**src/include/netWeights.svh**
```systemverilog
`ifndef netWeightsSvh
`define netWeightsSvh

// ##################################################
// Hidden layer defaults
// Neuron 3 on the top line and input 7 leftmost on each line

`define hiddenWeightsDefault { \
	 24'sd5, -24'sd3,  24'sd7,  24'sd2, -24'sd6,  24'sd4,  24'sd1,  24'sd3, \
	-24'sd2,  24'sd6,  24'sd3, -24'sd4,  24'sd8,  24'sd1, -24'sd5,  24'sd2, \
	 24'sd4,  24'sd4, -24'sd7,  24'sd6,  24'sd2, -24'sd3,  24'sd5,  24'sd1, \
	 24'sd3, -24'sd1,  24'sd2,  24'sd5, -24'sd2,  24'sd7,  24'sd4,  24'sd6  \
	}

// Neuron 3 leftmost
`define hiddenBiasDefault {-24'sd40, 24'sd25, 24'sd12, 24'sd30}

// ##################################################
// Output layer defaults
// Class 2 on the top line and hidden neuron 3 leftmost

`define outWeightsDefault { \
	 24'sd9, -24'sd4,  24'sd6,  24'sd3, \
	-24'sd5,  24'sd8,  24'sd2,  24'sd7, \
	 24'sd6,  24'sd5, -24'sd3,  24'sd4  \
	}

`define outBiasDefault {24'sd16, -24'sd8, 24'sd20}

`endif

```
**src/hw/fixedPkg.sv**
```systemverilog
package fixedPkg;

	// ##################################################
	// Fixed-point number format of the network

	parameter int sumWidth = 24;    // Products, sums, weights and biases
	parameter int actWidth = 8;     // Activations and scores

	// Sums above this clamp to full scale
	parameter int satLimit = 4096;

	parameter int fracShift = 5;    // Activation is sum[fracShift+actWidth-1:fracShift]

	typedef logic signed [sumWidth-1:0] sumT;
	typedef logic [actWidth-1:0] actT;

endpackage

```
**src/hw/ctrlPkg.sv**
```systemverilog
package ctrlPkg;

	// ##################################################
	// Sequencing of one classification

	typedef enum logic [1:0]
	{
		idle,   // Waiting for req
		busy,   // Vector travelling through both layers
		done    // Result held, ack high until req drops
	} ctrlState;

	// Input register, sum register, activation register
	parameter int layerLatency = 3;

endpackage

```
**src/hw/neuronNode.sv**
```systemverilog
module neuronNode #(
	parameter int fanIn = 8,
	parameter fixedPkg::sumT [fanIn-1:0] weights = '0,
	parameter fixedPkg::sumT bias = '0
)(
	input logic clk,
	input logic reset,
	input fixedPkg::actT [fanIn-1:0] operands,
	output fixedPkg::actT activation
);

	fixedPkg::actT [fanIn-1:0] operandReg;
	fixedPkg::sumT total;
	fixedPkg::sumT sumReg;

	// ##################################################
	// Weighted sum

	// Only the low sumWidth bits of each product and of the total survive
	always_comb
	begin
		total = bias;
		for (int i = 0; i < fanIn; i++)
			total = total + fixedPkg::sumT'(operandReg[i]) * fixedPkg::sumT'(weights[i]);
	end

	always_ff @(posedge clk)
	begin
		if (reset)
		begin
			operandReg <= '0;
			sumReg <= '0;
		end
		else
		begin
			operandReg <= operands;
			sumReg <= total;
		end
	end

	// ##################################################
	// Clamped activation

	always_ff @(posedge clk)
	begin
		if (reset)
			activation <= '0;
		else if (sumReg[fixedPkg::sumWidth-1])
			activation <= '0;   // Negative sum
		else if (sumReg > fixedPkg::satLimit)
			activation <= '1;   // Saturate
		else
			activation <= sumReg[fixedPkg::fracShift+fixedPkg::actWidth-1:fixedPkg::fracShift];
	end

	negClamp: assert property (
		@(posedge clk) disable iff (reset)
		sumReg[fixedPkg::sumWidth-1] |=> activation == '0
	);

endmodule

```
**src/hw/neuralLayer.sv**
```systemverilog
module neuralLayer #(
	parameter int fanIn = 8,
	parameter int numNodes = 4,
	parameter fixedPkg::sumT [numNodes*fanIn-1:0] weights = '0,
	parameter fixedPkg::sumT [numNodes-1:0] bias = '0
)(
	input logic clk,
	input logic reset,
	input fixedPkg::actT [fanIn-1:0] operands,
	output fixedPkg::actT [numNodes-1:0] activations
);

	// Row n of the weight table belongs to neuron n
	for (genvar n = 0; n < numNodes; n++)
	begin : nodes
		neuronNode #(
			.fanIn(fanIn),
			.weights(weights[n*fanIn +: fanIn]),
			.bias(bias[n])
		) node (
			.clk(clk),
			.reset(reset),
			.operands(operands),   // Every neuron sees the whole input vector
			.activation(activations[n])
		);
	end

endmodule

```
**src/hw/argMax.sv**
```systemverilog
module argMax #(
	parameter int numClasses = 3,
	localparam int indexWidth = (numClasses > 1) ? $clog2(numClasses) : 1
)(
	input logic clk,
	input logic reset,
	input logic capture,
	input fixedPkg::actT [numClasses-1:0] candidates,
	output fixedPkg::actT [numClasses-1:0] scores,
	output logic [indexWidth-1:0] classIndex
);

	fixedPkg::actT bestScore;
	logic [indexWidth-1:0] bestIndex;

	// Strictly greater, so the first of equal scores is kept
	always_comb
	begin
		bestScore = candidates[0];
		bestIndex = '0;
		for (int i = 1; i < numClasses; i++)
		begin
			if (candidates[i] > bestScore)
			begin
				bestScore = candidates[i];
				bestIndex = indexWidth'(i);
			end
		end
	end

	always_ff @(posedge clk)
	begin
		if (reset)
		begin
			scores <= '0;
			classIndex <= '0;
		end
		else if (capture)
		begin
			scores <= candidates;
			classIndex <= bestIndex;
		end
	end

	indexRange: assert property (
		@(posedge clk) disable iff (reset)
		classIndex < numClasses
	);

endmodule

```
**src/hw/classifyCtrl.sv**
```systemverilog
module classifyCtrl #(
	parameter int pipeDepth = 6,
	localparam int countWidth = $clog2(pipeDepth + 1)
)(
	input logic clk,
	input logic reset,
	input logic req,
	output logic ack,
	output logic capture
);

	ctrlPkg::ctrlState state;
	logic [countWidth-1:0] waitCount;

	// ##################################################
	// Four-phase handshake

	always_ff @(posedge clk)
	begin
		if (reset)
		begin
			state <= ctrlPkg::idle;
			waitCount <= '0;
			capture <= 1'b0;
			ack <= 1'b0;
		end
		else
		begin
			capture <= 1'b0;
			case (state)
				ctrlPkg::idle:
				begin
					if (req)
					begin
						state <= ctrlPkg::busy;
						waitCount <= '0;
					end
				end
				ctrlPkg::busy:
				begin
					// Last wait cycle strobes the capture
					if (waitCount == countWidth'(pipeDepth - 1))
					begin
						capture <= 1'b1;
						state <= ctrlPkg::done;
					end
					else
						waitCount <= waitCount + 1'b1;
				end
				ctrlPkg::done:
				begin
					if (capture)
						ack <= 1'b1;   // Result registered at this edge
					else if (ack && !req)
					begin
						ack <= 1'b0;
						state <= ctrlPkg::idle;
					end
				end
				default:
					state <= ctrlPkg::idle;
			endcase
		end
	end

	ackNeedsReq: assert property (
		@(posedge clk) disable iff (reset)
		$rose(ack) |-> $past(req)
	);

	// One strobe per request
	capturePulse: assert property (
		@(posedge clk) disable iff (reset)
		capture |=> !capture
	);

endmodule

```
**src/hw/netTop.sv**
```systemverilog
`include "netWeights.svh"

module netTop #(
	parameter int numInputs = 8,
	parameter int numHidden = 4,
	parameter int numClasses = 3,
	parameter fixedPkg::sumT [numHidden*numInputs-1:0] hiddenWeights = `hiddenWeightsDefault,
	parameter fixedPkg::sumT [numHidden-1:0] hiddenBias = `hiddenBiasDefault,
	parameter fixedPkg::sumT [numClasses*numHidden-1:0] outWeights = `outWeightsDefault,
	parameter fixedPkg::sumT [numClasses-1:0] outBias = `outBiasDefault,
	localparam int indexWidth = (numClasses > 1) ? $clog2(numClasses) : 1
)(
	input logic clk,
	input logic reset,
	input logic req,
	input fixedPkg::actT [numInputs-1:0] features,
	output logic ack,
	output fixedPkg::actT [numClasses-1:0] scores,
	output logic [indexWidth-1:0] classIndex
);

	fixedPkg::actT [numHidden-1:0] hiddenActs;
	fixedPkg::actT [numClasses-1:0] outActs;
	logic capture;

	// ##################################################
	// Data path

	neuralLayer #(
		.fanIn(numInputs),
		.numNodes(numHidden),
		.weights(hiddenWeights),
		.bias(hiddenBias)
	) hiddenLayer (
		.clk(clk),
		.reset(reset),
		.operands(features),
		.activations(hiddenActs)
	);

	neuralLayer #(
		.fanIn(numHidden),
		.numNodes(numClasses),
		.weights(outWeights),
		.bias(outBias)
	) outputLayer (
		.clk(clk),
		.reset(reset),
		.operands(hiddenActs),
		.activations(outActs)
	);

	argMax #(.numClasses(numClasses)) picker (
		.clk(clk),
		.reset(reset),
		.capture(capture),
		.candidates(outActs),
		.scores(scores),
		.classIndex(classIndex)
	);

	// Waits out both layers before the capture
	classifyCtrl #(.pipeDepth(2 * ctrlPkg::layerLatency)) sequencer (
		.clk(clk),
		.reset(reset),
		.req(req),
		.ack(ack),
		.capture(capture)
	);

endmodule

```
**config.mk**
```make
export PLATFORM = sky130hd
export DESIGN_NAME = netTop
export DESIGN_NICKNAME = d
export VERILOG_FILES = /design/src/hw/fixedPkg.sv /design/src/hw/ctrlPkg.sv /design/src/hw/neuronNode.sv /design/src/hw/neuralLayer.sv /design/src/hw/argMax.sv /design/src/hw/classifyCtrl.sv /design/src/hw/netTop.sv
export VERILOG_INCLUDE_DIRS = /design/src /design/src/include
export SDC_FILE = /design/constraint.sdc
export NUM_CORES = 2
export LEC_CHECK = 0
export BUFFER_PORTS_ARGS = -buffer_cell sky130_fd_sc_hd__buf_4
export CAP_MARGIN = 20
export CORE_AREA = 2 2 270 272
export CTS_BUF_LIST = sky130_fd_sc_hd__clkbuf_16
export DETAILED_ROUTE_END_ITERATION = 8
export DIE_AREA = 0 0 272 274
export PLACE_DENSITY = 0.65
export REMOVE_ABC_BUFFERS = 1
export SLEW_MARGIN = 30
export SYNTH_ARGS = -nofsm -noshare
export SYNTH_HDL_FRONTEND = slang
export SYNTH_SLANG_ARGS = --single-unit
```
**constraint.sdc**
```tcl
create_clock -name clk -period 6.62 [get_ports clk]
set_clock_uncertainty 0.1 [all_clocks]
set_input_delay 0.993 -clock clk [delete_from_list [all_inputs] [get_ports clk]]
set_output_delay 0.993 -clock clk [all_outputs]
set_load 0.02 [all_outputs]
```
==> results <==
- The antenna diode instance count is 0.
- The initial antenna violation count is 2.
- For this block, the via count after detailed routing is 23430.
- The later pin in the worst-skew pair is clocked with a latency of 0.59 ns.
- Summed over all instances, the cell type with the most area after synthesis is fa_1.
- The library cell used most frequently in the layout, excluding fill and tap cells, is inv_1.
- The max-slew headroom at the worst pin is 40.01%.
- The die extent in y is 274 µm.
- The top cell types in the final layout, fill and taps aside, are inv_1, ha_1, fa_1.
- In this run, CTS created clock tree buffers numbering 39.
- The starting DRC count in detailed routing is 1164.
- The post-synthesis share of cell area spent on and, or, nand and nor gates is 10.89%.
- The mean instance size in the synthesized netlist is 9.718 µm².
- The number of violations of the max-capacitance limit is 0.
- The first global-routing pass estimated 129.9 mm of wire.
- The number of global-route vias before repair is 23720.
- Ranked by total cell area, the synthesized netlist is headed by fa_1, dfxtp_1, ha_1, inv_1, xnor2_1.
- The number of synthesized flops with an enable pin is 0.
- The count of nets left with antenna violations once routing finished came out at 0.
- The floorplan step defined a die boundary enclosing 74530 µm².
- Synthesis handed over a netlist of 3299 instances.
- Based on the critical path, the design can be clocked at up to 149.3 MHz.
- The fraction of final layout cells sized beyond drive strength 1 is 16.38%.
- The maximum net fanout on the critical path is 3.
- The data required time of the worst path is 7.04 ns.
- In the final timing run, aggregate negative setup slack is -0.1413 ns.
- The number of iterations in the first detailed-routing pass is 5.
- The portion of synthesized area spent on multiplexers is 1.405%.
- The flip-flop and latch area is 6770 µm².
- TritonCTS built the clock tree.
- Global routing used 22.60% of the available tracks across all layers.
- The worst hold path belongs to the class reg2reg.
- Setup violations remaining at the end of the flow were counted as 3.
- The pin slew with the least headroom to its limit is 0.8917 ns.
- The routed design has 83.87 mm of wire.
- The dominant combinational cell family by area after synthesis is adder cells.
- The initial standard-cell utilization of the core is 44.55%.
- The flip-flop cell with the highest count after synthesis is dfxtp_1.
- Buffers placed on the I/O ports in this run total 93.
- The flow ran to the end, but the final reports show violations.
- The initialized floorplan defines 99 standard-cell rows.
- The area fraction in compound gates after synthesis is 10.02%.
- The total congestion overflow is 0.
- The final reports fail on setup timing.
- The worst hold-check slack is 0.3125 ns.
- At the worst endpoint, the arrival time is 7.12 ns.
- Once routing completed, OpenROAD measured the worst setup slack at -0.07584 ns.
- After detailed routing, the number of remaining DRC violations is 0.
- The worst setup path is launched from a flip-flop.
- The synthesis-stage register bit count is 336.
- The number of clock sinks seen by CTS is 336.
- The portion of synthesized cell area occupied by the leading cell type is 23.29%.
- The x dimension of the die is 272 µm.
- The final critical-path required period is 6.696 ns.
- The H-tree depth reported by CTS is 2.
- The area of combinational cells with multiple inputs is 23610 µm².
- The placeable core region is 71970 µm².
- Hold repair after CTS inserted 0 buffers.
- The max-slew violation count was 0.
- The type of the worst setup path is reg2reg.
- Sequential cells were found to cover 20.98% of the synthesized design area.
- The area growth from synthesis to layout is 18.31%.
- After the last flow step, the layout net total stands at 4616.
- Counting the fill cells in the layout gives 6541.
- For this design the top-level I/O count stands at 94.
- The maximum count of clock buffers along a single path is 3.
- The share of synthesized cell area in full adder, half adder and majority cells is 43.62%.
- After clock tree synthesis, the clock-pin slew on the worst setup and hold paths is 0.06 ns.
- In this run the cell area of the synthesized design comes to 32060 µm².
- STA classifies the critical path endpoint as a flip-flop.
- Setup repair after global routing could not meet its margin everywhere.
- The share of async-settable or async-resettable flops after synthesis is 0%.
- Summing the areas of all xor and xnor instances in the mapped netlist gives 5.245% of the synthesized area.
- The routed length per placed instance is 18.08 µm.
- Entering global routing, the biggest net connects 160 pins.
- Yosys mapped the design onto 71 distinct sky130hd cell types.
- The number of failing hold endpoints at the final stage was 0.
- After layout, the worst path uses 101.1% of the clock period.
- The congestion estimate from routability-driven global placement came to 0.9980.
- The Yosys step of the flow raised 0 warnings.
- The via density per instance is 5.049.
- The final HPWL from detailed placement is 70.04 mm.
- The root buffer cell is clkbuf_16.
## state kept, by name (all words and copies together) (netlist names), 2 cells and up
register / cells
hiddenLayer.nodes.node.operandReg: 64
hiddenLayer.nodes.node.activation: 32
sequencer.waitCount: 3
outputLayer.nodes.node.activation: 24
picker.classIndex: 2
outputLayer.nodes.node.operandReg: 32
hiddenLayer.nodes.node.sumReg: 91
picker.scores: 24
outputLayer.nodes.node.sumReg: 60
sequencer.state: 2
## repair_timing
action | CTS | global route
setup endpoints to repair | 25 | 47
gates cloned | 0 | 0
buffers inserted | 3 | 15
gates resized for setup | 52 | 151
pin swaps | 21 | 117
## worst paths after layout
kind / start / end / slack [ns] / depth (start not counted)
min: hiddenLayer.nodes[3].node.activation[6] / outputLayer.nodes[0].node.operandReg[30] / 0.31 / 1
min reg2reg: hiddenLayer.nodes[3].node.activation[6] / outputLayer.nodes[0].node.operandReg[30] / 0.31 / 1
max reg2reg: hiddenLayer.nodes[0].node.operandReg[8] / hiddenLayer.nodes[1].node.sumReg[14] / -0.08 / 25
max: hiddenLayer.nodes[0].node.operandReg[8] / hiddenLayer.nodes[1].node.sumReg[14] / -0.08 / 25
## cells in the mapped netlist, types with 37 or more instances
cell type and number:
a21o_1 69, a21oi_1 129, clkbuf_1 45, dfxtp_1 336, fa_1 373, ha_1 521, inv_1 618, nand2_1 105
nor2_1 191, nor2b_1 155, nor3_1 41, nor4_1 37, o21a_1 73, o21ai_0 79, xnor2_1 127, xor2_1 65
## metrics by stage
stage          cells  util, %  area, µm²  setup slack (ns)
2_1_floorplan   3248        -      31870           -0.1139
3_3_place_gp    4557    49.64      35730           -0.2674
3_5_place_dp    4557    49.65      35740           -0.4288
4_1_cts         4627    51.70      37210          -0.02207
5_1_grt         4640    52.70      37930           -0.2718
6_report        4640    52.70      37930          -0.07584
## layer usage
layer,up-vias,GRT usage [%],share of wire (%)
met5,-,0,0
met4,0,9.962,5.1
met3,164,2.942,4.5
met2,550,39.18,48
met1,11240,28.17,43
li1,11470,-,-
## worst max-delay path, cell delays in order (launching register included)
cell,delay (ns)
dfxtp_2,0.33
inv_2,0.05
fa_1,0.50
fa_1,0.53
inv_2,0.06
fa_2,0.41
a21o_1,0.21
a21oi_2,0.23
o21ai_2,0.12
o41ai_2,0.28
xnor2_1,0.17
ha_1,0.29
ha_4,0.29
inv_2,0.03
fa_1,0.52
inv_2,0.04
fa_1,0.51
inv_2,0.04
fa_1,0.51
inv_2,0.05
ha_4,0.27
and4_4,0.23
a21boi_4,0.19
a2111oi_4,0.05
or4_1,0.52
o21ai_1,0.09
## kinds of logic after synthesis
kind of cell	count (synthesis)
fa+ha+maj	894
simple gates	679
buf+inv	669
compound gates	485
flops	336
xor+xnor	192
mux	44
## final cells by class
cell class              count  area share (%)
clock inverters            28          0.6696
multi-input cells        2294           62.24
flip-flops and latches    336           17.85
inverters                 618           6.116
repair buffers            366           7.389
clock buffers              39           2.573
well taps                 959           3.163
Power is left out: the tool's default activity adds up to more than one toggle a clock period on the data nets, which glitch-free logic cannot reach.
